<file path="config.mk">
export PLATFORM = sky130hd
export DESIGN_NAME = smc_lite
export DESIGN_NICKNAME = d
export VERILOG_FILES = /design/src/hdl/smc_ahb_pkg.sv /design/src/hdl/smc_emi_pkg.sv /design/src/hdl/smc_access_fsm.sv /design/src/hdl/smc_ahb_slave.sv /design/src/hdl/smc_emi_driver.sv /design/src/hdl/smc_lite.sv
export SDC_FILE = /design/constraint.sdc
export NUM_CORES = 1
export LEC_CHECK = 0
export BUFFER_PORTS_ARGS = -buffer_cell sky130_fd_sc_hd__buf_4
export CAP_MARGIN = 15
export CORE_ASPECT_RATIO = 0.8
export CORE_MARGIN = 10
export CORE_UTILIZATION = 41
export DETAILED_ROUTE_END_ITERATION = 8
export GPL_TIMING_DRIVEN = 0
export PLACE_DENSITY = 0.72
export SYNTH_ARGS = -nofsm -noshare
export SYNTH_HDL_FRONTEND = slang
export SYNTH_HIERARCHICAL = 1
export SYNTH_SLANG_ARGS = --single-unit
</file>
<file path="constraint.sdc">
create_clock -name hclk -period 3.75 [get_ports hclk]
set_input_delay 0.75 -clock hclk [delete_from_list [all_inputs] [get_ports hclk]]
set_output_delay 0.75 -clock hclk [all_outputs]
set_load 0.005 [all_outputs]
</file>
<file path="src/hdl/smc_ahb_pkg.sv">
/* AHB-lite side definitions for the static memory controller.
   Only single transfers of byte, halfword or word size are handled.
   The slave never signals an error, so only the OKAY code is defined. */
package smc_ahb_pkg;

  // Bus widths
  localparam int addr_w = 32;
  localparam int data_w = 32;

  // --------------------
  // Transfer encodings
  // --------------------
  typedef enum logic [1:0] {
    htrans_idle   = 2'b00,
    htrans_busy   = 2'b01,
    htrans_nonseq = 2'b10,
    htrans_seq    = 2'b11
  } htrans_t;

  typedef enum logic [2:0] {
    hsize_byte = 3'b000,
    hsize_half = 3'b001,
    hsize_word = 3'b010   // Widest size on a 32 bit bus
  } hsize_t;

  localparam logic [1:0] hresp_okay = 2'b00;

  // Request held for the length of one memory access
  typedef struct packed {
    logic [addr_w-1:0] addr;   // Byte address as issued
    logic              write;  // High for writes
    logic [1:0]        size;   // Low bits of hsize
  } ahb_req_t;

endpackage

</file>
<file path="src/hdl/smc_emi_pkg.sv">
/* External memory timing and strobe definitions.
   Each phase length must be at least 1 and its value minus one must
   fit in cnt_w bits. Every strobe in the bundle is active low. */
package smc_emi_pkg;

  // --------------------
  // Phase lengths
  // --------------------
  localparam int csle_cycles = 1;  // Chip select to strobe
  localparam int ws_cycles   = 2;  // Strobe width in wait states
  localparam int cste_cycles = 1;  // Strobe end to chip select release

  localparam int cnt_w = 2;        // Phase counter width

  // Access sequencing
  typedef enum logic [2:0] {
    st_idle   = 3'd0,
    st_csle   = 3'd1,  // Chip select leading edge
    st_strobe = 3'd2,  // Read or write strobe low
    st_cste   = 3'd3,  // Chip select trailing edge
    st_done   = 3'd4   // Data back to AHB
  } smc_state_t;

  // --------------------
  // Memory-side control bundle
  // --------------------
  typedef struct packed {
    logic       n_cs;      // Bank select
    logic       n_rd;      // Read strobe
    logic       n_wr;      // Write strobe
    logic       n_ext_oe;  // External data driver enable
    logic [3:0] n_be;      // Byte enables
    logic [3:0] n_we;      // Per-lane write strobes
  } emi_strobe_t;

  // All released
  localparam emi_strobe_t emi_inactive = '1;

endpackage

</file>
<file path="src/hdl/smc_access_fsm.sv">
/* Access sequencer for the external bank.
   Runs csle, strobe and cste for their fixed lengths, then one done
   cycle. A new access in the done cycle chains straight into csle. */
module smc_access_fsm
  import smc_emi_pkg::*;
(
  input  logic       hclk,
  input  logic       reset,
  input  logic       new_access,
  output smc_state_t state,
  output logic       smc_busy
);

  smc_state_t       state_nxt;
  logic [cnt_w-1:0] cnt;       // Cycles left in this phase
  logic [cnt_w-1:0] cnt_nxt;
  logic             last;      // Final cycle of the phase

  assign last = (cnt == '0);

  // --------------------
  // Next state
  // --------------------
  always_comb begin
    state_nxt = state;
    cnt_nxt   = last ? cnt : cnt - 1'b1;  // Count down within a phase

    case (state)
      st_idle: begin
        if (new_access) begin
          state_nxt = st_csle;
          cnt_nxt   = cnt_w'(csle_cycles - 1);
        end
      end

      st_csle: begin
        if (last) begin
          state_nxt = st_strobe;
          cnt_nxt   = cnt_w'(ws_cycles - 1);
        end
      end

      st_strobe: begin
        if (last) begin
          state_nxt = st_cste;
          cnt_nxt   = cnt_w'(cste_cycles - 1);
        end
      end

      st_cste: begin
        if (last) begin
          state_nxt = st_done;  // One cycle only
        end
      end

      st_done: begin
        // Next address overlaps this data phase
        if (new_access) begin
          state_nxt = st_csle;
          cnt_nxt   = cnt_w'(csle_cycles - 1);
        end else begin
          state_nxt = st_idle;
        end
      end

      default: begin
        state_nxt = st_idle;
        cnt_nxt   = '0;
      end
    endcase
  end

  // --------------------
  // State register
  // --------------------
  always_ff @(posedge hclk) begin
    if (reset) begin
      state <= st_idle;
      cnt   <= '0;
    end else begin
      state <= state_nxt;
      cnt   <= cnt_nxt;
    end
  end

  assign smc_busy = (state != st_idle);

endmodule

</file>
<file path="src/hdl/smc_ahb_slave.sv">
/* AHB-lite slave front end. One transfer is in flight at a time and
   smc_hready stays low until the access reaches its done cycle.
   Transfers are assumed aligned to their size. */
module smc_ahb_slave
  import smc_ahb_pkg::*, smc_emi_pkg::*;
(
  input  logic              hclk,
  input  logic              reset,
  input  logic              hsel,
  input  logic              hwrite,
  input  logic              hready,
  input  logic [addr_w-1:0] haddr,
  input  htrans_t           htrans,
  input  hsize_t            hsize,
  input  logic [data_w-1:0] hwdata,
  input  smc_state_t        state,
  input  logic [data_w-1:0] rdata,
  output logic              new_access,
  output logic              smc_hready,
  output ahb_req_t          req,
  output logic [data_w-1:0] wdata,
  output logic [data_w-1:0] smc_hrdata,
  output logic [1:0]        smc_hresp,
  output logic              smc_valid
);

  logic xfer_valid;  // NONSEQ or SEQ on the bus
  logic wr_pend;     // Write data phase under way

  assign xfer_valid = (htrans == htrans_nonseq) || (htrans == htrans_seq);

  // Free when idle or in the done cycle
  assign smc_hready = (state == st_idle) || (state == st_done);

  // Address phase accepted on this edge
  assign new_access = hsel && hready && smc_hready && xfer_valid;
  assign smc_valid  = new_access;

  // --------------------
  // Address phase
  // --------------------
  always_ff @(posedge hclk) begin
    if (new_access) begin
      req.addr  <= haddr;
      req.write <= hwrite;
      req.size  <= hsize[1:0];  // Wider sizes not expected
    end
  end

  // --------------------
  // Write data phase
  // --------------------
  always_ff @(posedge hclk) begin
    if (reset) begin
      wr_pend <= 1'b0;
    end else begin
      wr_pend <= new_access && hwrite;  // Data follows one cycle later
    end
  end

  always_ff @(posedge hclk) begin
    if (wr_pend) begin
      wdata <= hwdata;  // Master holds it through the stall
    end
  end

  // --------------------
  // Response
  // --------------------
  // Read data settles before the done cycle
  assign smc_hrdata = rdata;
  assign smc_hresp  = hresp_okay;

endmodule

</file>
<file path="src/hdl/smc_emi_driver.sv">
/* Memory-side output stage. All outputs are registered and lag the
   FSM state by one cycle. The address is word aligned and lanes are
   picked by the byte enables. Read data is taken at the end of strobe. */
module smc_emi_driver
  import smc_ahb_pkg::*, smc_emi_pkg::*;
(
  input  logic              hclk,
  input  logic              reset,
  input  logic              new_access,
  input  ahb_req_t          req,
  input  logic [data_w-1:0] wdata,
  input  smc_state_t        state,
  input  logic [data_w-1:0] data_smc,
  output emi_strobe_t       emi,
  output logic [addr_w-1:0] smc_addr,
  output logic [data_w-1:0] smc_data,
  output logic [data_w-1:0] rdata
);

  logic        load_addr;   // req now holds the new access
  logic [3:0]  be;          // Active high lane decode
  logic        cs_phase;    // csle through cste
  logic        strb_phase;
  emi_strobe_t emi_nxt;

  // Little endian lanes
  always_comb begin
    case (hsize_t'({1'b0, req.size}))
      hsize_byte: be = 4'b0001 << req.addr[1:0];
      hsize_half: be = req.addr[1] ? 4'b1100 : 4'b0011;
      default:    be = 4'b1111;
    endcase
  end

  assign cs_phase   = (state == st_csle) || (state == st_strobe) || (state == st_cste);
  assign strb_phase = (state == st_strobe);

  // --------------------
  // Strobe decode
  // --------------------
  always_comb begin
    emi_nxt = emi_inactive;
    if (cs_phase) begin
      emi_nxt.n_cs     = 1'b0;
      emi_nxt.n_be     = ~be;
      emi_nxt.n_ext_oe = ~req.write;  // Drive bus only on writes
    end
    if (strb_phase) begin
      if (req.write) begin
        emi_nxt.n_wr = 1'b0;
        emi_nxt.n_we = ~be;           // Whole strobe phase
      end else begin
        emi_nxt.n_rd = 1'b0;
      end
    end
  end

  always_ff @(posedge hclk) begin
    if (reset) begin
      emi       <= emi_inactive;
      load_addr <= 1'b0;
    end else begin
      emi       <= emi_nxt;
      load_addr <= new_access;
    end
  end

  // --------------------
  // Address and data
  // --------------------
  always_ff @(posedge hclk) begin
    if (load_addr) begin
      smc_addr <= {req.addr[addr_w-1:2], 2'b00};
    end
    if (strb_phase && req.write) begin
      smc_data <= wdata;   // Valid by the time n_wr falls
    end
    // Registered n_rd still low means the last strobe cycle just ended
    if (!emi.n_rd && (state == st_cste)) begin
      rdata <= data_smc;
    end
  end

endmodule

</file>
<file path="src/hdl/smc_lite.sv">
/* Static memory controller top. Bridges single AHB-lite transfers to
   one asynchronous bank with fixed timing on a 32 bit bus.
   hready is the muxed ready of the AHB system. */
module smc_lite
  import smc_ahb_pkg::*, smc_emi_pkg::*;
(
  input  logic              hclk,
  input  logic              reset,
  input  logic [addr_w-1:0] haddr,
  input  htrans_t           htrans,
  input  logic              hsel,
  input  logic              hwrite,
  input  hsize_t            hsize,
  input  logic [data_w-1:0] hwdata,
  input  logic              hready,
  input  logic [data_w-1:0] data_smc,
  output logic [data_w-1:0] smc_hrdata,
  output logic              smc_hready,
  output logic              smc_valid,
  output logic [1:0]        smc_hresp,
  output logic [addr_w-1:0] smc_addr,
  output logic [data_w-1:0] smc_data,
  output logic [3:0]        smc_n_be,
  output logic              smc_n_cs,
  output logic              smc_n_wr,
  output logic [3:0]        smc_n_we,
  output logic              smc_n_rd,
  output logic              smc_n_ext_oe,
  output logic              smc_busy
);

  logic              new_access;  // Address phase accepted
  ahb_req_t          req;
  logic [data_w-1:0] wdata;
  logic [data_w-1:0] rdata;
  smc_state_t        state;
  emi_strobe_t       emi;

  // --------------------
  // Blocks
  // --------------------
  smc_ahb_slave ahb_slave_i (
    .hclk, .reset, .hsel, .hwrite, .hready, .haddr, .htrans, .hsize,
    .hwdata, .state, .rdata, .new_access, .smc_hready, .req, .wdata,
    .smc_hrdata, .smc_hresp, .smc_valid
  );

  smc_access_fsm access_fsm_i (
    .hclk, .reset, .new_access, .state, .smc_busy
  );

  smc_emi_driver emi_driver_i (
    .hclk, .reset, .new_access, .req, .wdata, .state, .data_smc,
    .emi, .smc_addr, .smc_data, .rdata
  );

  // Bundle out to pins
  assign smc_n_cs     = emi.n_cs;
  assign smc_n_rd     = emi.n_rd;
  assign smc_n_wr     = emi.n_wr;
  assign smc_n_ext_oe = emi.n_ext_oe;
  assign smc_n_be     = emi.n_be;
  assign smc_n_we     = emi.n_we;

endmodule

</file>
**Word level (Yosys, flattened, before mapping)**

Index checks and enable logic that the tools add are counted.

- Bits in registers: 180
- Input port bits: 106
- Output and inout port bits: 113
- Word-level logic and storage cells: 70

- Add/sub/neg operators: 1
- Equality and inequality tests: 11
- Shifts and indexed selects: 1
- Mux-type cells: 16
- Bitwise logic cells: 4
- Reduce and logical (&&, ||, !) cells: 20

Operators with widths:

| cell | count |
|---|---|
| $pmux 3 s5 | 1 |
| $mux 3 | 4 |
| $mux 2 | 4 |
| $pmux 2 s4 | 1 |
| $pmux 4 s2 | 1 |
| $eq 3x2->1 const B | 2 |
| $logic_and 1x1->1 | 6 |
| $reduce_or 2->1 | 3 |
| $eq 2x2->1 const B | 2 |
| $logic_not 2->1 | 2 |
| $logic_or 1x1->1 | 4 |
| $mux 1 | 4 |
| $mux 4 | 1 |
| $ne 2x1->1 const B | 2 |
| $ne 2x2->1 const B | 2 |
| $not 4->4 | 1 |
| $reduce_and 4->1 | 1 |
| $shl 1x2->4 const A | 1 |
| $eq 3x1->1 const B | 1 |
| $eq 3x3->1 const B | 1 |
| $logic_not 3->1 | 1 |
| $not 1->1 | 3 |
| $reduce_bool 3->1 | 1 |
| $reduce_or 3->1 | 1 |
| other kinds (3) | 3 |

**Longest topological paths before layout**

- Depth after elaboration: 6
- Depth in mapped cells: 5
- Depth with buffers taken out: 5

**Hierarchy**

The synthesis kept the hierarchy.

By module, submodules not included:

| module | times used | cells each | area each (µm²) | sequential area each (µm²) |
|---|---|---|---|---|
| smc_emi_driver | 1 | 138 | 3276.9 | 3083.0 |
| smc_ahb_slave | 1 | 108 | 2332.2 | 2031.9 |
| smc_access_fsm | 1 | 23 | 219.0 | 100.1 |

**Least setup slack after synthesis**

No wires, ideal clock.

- Path kind: reg-to-reg
- Start point: register access_fsm_i.state[1]
- End point: register emi_driver_i.rdata[0] (enable)
- Library setup time: 0.461 ns
- Data arrival time: 2.794 ns
- Data required time: 3.289 ns
- Slack: 0.495 ns
- Stages on the path, launching flop included: 3
- Buffers on the path: 0
- Period minus slack after synthesis: 3.255 ns
- Cell sequence: dfxtp_1 > nand2_1 > nor3_1

- Longest elaborated chain between the ends: 2

Ends and longest elaborated chain:

| element | line | RTL |
|---|---|---|
| start, declared | smc_access_fsm.sv:10 | `output smc_state_t state,` |
| start signal, assigned | smc_access_fsm.sv:78 | `state <= st_idle;` |
| start signal, assigned | smc_access_fsm.sv:81 | `state <= state_nxt;` |
| $eq 3x2->1 | smc_emi_driver.sv:79 | `if (!emi.n_rd && (state == st_cste)) begin` |
| $logic_and 1x1->1 | smc_emi_driver.sv:79 |  |
| end signal, assigned | smc_emi_driver.sv:80 | `rdata <= data_smc;` |
| end, declared | smc_emi_driver.sv:17 | `output logic [data_w-1:0] rdata` |

No other way between the ends.
A chain may end at the register's enable or synchronous reset.

**Worst setup path in the final report**

- Start point: register access_fsm_i.state[1]
- End point: output smc_valid

- Longest elaborated chain between the ends: 4
- Elaborated cells on any way between the ends: 5
- Classes of those cells: eq/ne: 1; reduce/logical: 4

Ends and longest elaborated chain:

| element | line | RTL |
|---|---|---|
| $eq 3x3->1 / $logic_not 3->1 (equally long branches) | smc_ahb_slave.sv:33 | `assign smc_hready = (state == st_idle) \|\| (state == st_done);` |
| $logic_or 1x1->1 * | smc_ahb_slave.sv:33 |  |
| $logic_and 1x1->1 * (2 in a row) | smc_ahb_slave.sv:36 | `assign new_access = hsel && hready && smc_hready && xfer_valid;` |
| end, declared | smc_lite.sv:19 | `output logic smc_valid,` |

Mark *: on every way between the ends. The rest lies on a longest branch, timed or not.

==> results.py <==
metrics = {
    "logic_synthesis": {
        "synth_cells": 269,
        "netlist_area_um2": 5830,
        "ys_ff_latch": 180,
        "seq_area_frac_synth": 0.895,
        "ys.warnings.count": 6,
        "avgSynthCellArea_um2": 21.7,
        "synth.distinct_cells": 29,
    },
    "timing": {
        "tightest_slew_ps": 876,
        "finalSetupViolCount": 0,
        "fmax_ghz": 0.335,
        "fin_crit_ps": 2990,
        "setup_tns_ps": 0,
        "slew_viol_final": 0,
        "hold_viol_final": 0,
        "relSlewSlack": 0.414,
        "skew_ps": 6.37,
        "fin_crit_sh": 0.797,
        "rsz0062_at_grt": "no",
    },
    "drt": {
        "via_count": 3031,
        "postRouteAntennaNets": 0,
        "detail_route.iter0.violations": 148,
        "wire_per_inst_um": 17.4,
        "drc": 0,
        "wl_mm": 12.2,
        "drt_pre_antenna_iters": 4,
        "viasPerCell": 4.34,
    },
    "global_routing": {
        "grt_max_degree": 39,
        "track_usage": 0.122,
        "grt_pass1_wl_mm": 18.1,
        "grt-ovfl-total": 0,
        "grt_pass1_vias": 3238,
        "antenna_found_initial": 0,
    },
    "layout": {
        "final_core_util": 0.606,
        "fillers": 1021,
        "final_cell_mix": "249 x buf_4, 161 x edfxtp_1, 19 x dfxtp_1",
        "syn_to_final_growth_pct": 42.8,
        "diodes": 0,
        "nets": 612,
        "instances_no_fill": 699,
        "drive_gt1_frac": 0.563,
        "layout_commonest_cell": "buf_4",
    },
    "run": {
        "maxCapViolCount": 0,
    },
    "worst_setup_path": {
        "worstPathRequired_ps": 3000,
        "worst-path-buf-inv": 2,
        "path_cells": "nor2_2 -> and4_2 -> buf_4 -> buf_4",
        "cp-start-kind": "register",
        "critPathMaxStageDelay_ps": 840,
        "worstRegToRegCells": 5,
        "cp_top_family": "simple AND/OR/NAND/NOR gates",
        "rr_endpoint": "access_fsm_i/cnt[1]",
        "worstPathMaxFanout": 38,
        "crit_type": "reg -> out",
        "r2r_start": "access_fsm_i/state[1]",
        "crit_start": "access_fsm_i/state[1]",
        "cpMostUsedCell": "buf_4",
        "critical_path_depth": 4,
        "crit_end": "smc_valid",
        "ff2ff_setup_slack_ps": 1690,
        "crit_path_end_kind": "output port",
        "critPathArrivalTime_ps": 2240,
        "crit_slowest_cell": "and4_2",
    },
    "power": {
        "power_leakage_nw": 3.24,
        "peakVddDrop_mv": 0.584,
        "power_density_nw_per_um2": 497,
    },
    "floorplan": {
        "start_util": 0.424,
        "die_h_um": 127,
        "rows": 38,
        "core_um2": 13700,
        "fp.dieW_um": 153,
        "ios": 219,
        "die_area_um2": 19400,
    },
    "status": {
        "status": "finished, final reports clean",
    },
    "worst_hold_path": {
        "whs_path_depth": 0,
        "worstHoldPathType": "reg -> reg",
    },
    "cts": {
        "cts_tree": "yes",
        "cts_resized": 0,
        "cts_hold_buf": 0,
        "post_cts_buffers": 0,
        "insertion_delay_ps": 410,
        "max-clock-path-buffers": 2,
        "cts_root_buf": "clkbuf_16",
        "clk_pin_slew_ps": 70,
        "cts.sinks": 180,
        "cts_max_level": 4,
        "cts_made_buffers": 17,
    },
    "place": {
        "port_buffers": 212,
        "place_hpwl_mm": 9.47,
        "dp_cells": 666,
        "gp_congestion": 0.776,
    },
}
## layer usage
| layer | GRT usage | wire length, um |
|---|---|---|
| met1 | 0.131 | 4650 |
| met2 | 0.197 | 6080 |
| met3 | 0.0740 | 1370 |
| met4 | 0.0409 | 92 |
| met5 | 0 | 0 |
## worst min path at each step
stage,startpoint,endpoint,slack [ps]
floorplan,ahb_slave_i/req[13],emi_driver_i/smc_addr[10],400
global placement,ahb_slave_i/req[14],emi_driver_i/smc_addr[11],400
detailed placement,ahb_slave_i/req[19],emi_driver_i/smc_addr[16],400
CTS,ahb_slave_i/req[21],emi_driver_i/smc_addr[18],420
global route,ahb_slave_i/req[12],emi_driver_i/smc_addr[9],420
finish,ahb_slave_i/req[21],emi_driver_i/smc_addr[18],410
## power breakdown
part           switching (mW)  internal (mW)  total, mW
registers              0.0196           2.23       2.25
logic                  0.0670          0.114      0.181
clock network           0.721          0.987       1.71
## cells by family after synthesis
logic type	Yosys count	share of synthesized area
XOR/XNOR	1	0.00150
AO/OA/AOI/OAI	10	0.0125
flip-flops	180	0.895
buffers and inverters	41	0.0502
AND/OR/NAND/NOR	35	0.0397
other	2	0.00129
## registers in the layout, summed over array words and instances (netlist names)
register	cells
ahb_slave_i/req	35
ahb_slave_i/wdata	32
emi_driver_i/rdata	32
emi_driver_i/smc_data	32
emi_driver_i/smc_addr	30
emi_driver_i/emi	12
access_fsm_i/state	3
access_fsm_i/cnt	2
ahb_slave_i/wr_pend	1
emi_driver_i/load_addr	1
## metrics by stage
step	instance area [um2]	total power, mW	setup WS [ps]	hold WS, ps
after floorplan	5840	2.33	495	400
after global routing	8320	4.29	598	418
after global placement	7650	2.46	-512	400
final	8320	4.13	762	413
after detailed placement	7720	2.47	983	405
after CTS	8300	4.18	712	417
## cell usage after synthesis
| library cell | number | area [um2] |
|---|---|---|
| nand3b_4 | 1 | 20.0 |
| a21o_1 | 1 | 7.51 |
| xnor2_1 | 1 | 8.76 |
| nor3b_2 | 1 | 12.5 |
| a21oi_1 | 2 | 10.0 |
| o21bai_1 | 3 | 22.5 |
| a2111oi_0 | 2 | 17.5 |
| inv_1 | 4 | 15.0 |
| nand4_1 | 1 | 6.26 |
| o21ai_0 | 1 | 5.00 |
| nand3b_1 | 1 | 7.51 |
| buf_4 | 37 | 278 |
| nand2b_1 | 3 | 18.8 |
| nor2_1 | 5 | 18.8 |
| or4b_1 | 1 | 10.0 |
| nor3_1 | 3 | 15.0 |
| conb_1 | 2 | 7.51 |
| or3_2 | 1 | 7.51 |
| or2_1 | 1 | 6.26 |
| nor2_2 | 1 | 6.26 |
| dfxtp_1 | 19 | 380 |
| o21ba_2 | 1 | 10.0 |
| edfxtp_1 | 161 | 4830 |
| nor2b_1 | 1 | 6.26 |
| nor3b_1 | 2 | 15.0 |
| nor3_4 | 2 | 32.5 |
| and3_1 | 1 | 6.26 |
| nand2_1 | 9 | 33.8 |
| and4_1 | 1 | 8.76 |
## final cells by class
type                            count  area, um2  share of cell area
Sequential cell                   180       5220               0.627
Timing Repair Buffer              216       1670               0.201
Clock buffer                       17        425              0.0511
Multi-Input combinational cell     50        342              0.0410
Buffer                             37        278              0.0334
Tap cell                          180        225              0.0271
Clock inverter                     15        154              0.0185
Inverter                            4       15.0             0.00180
(Power assumes the default switching activity.)
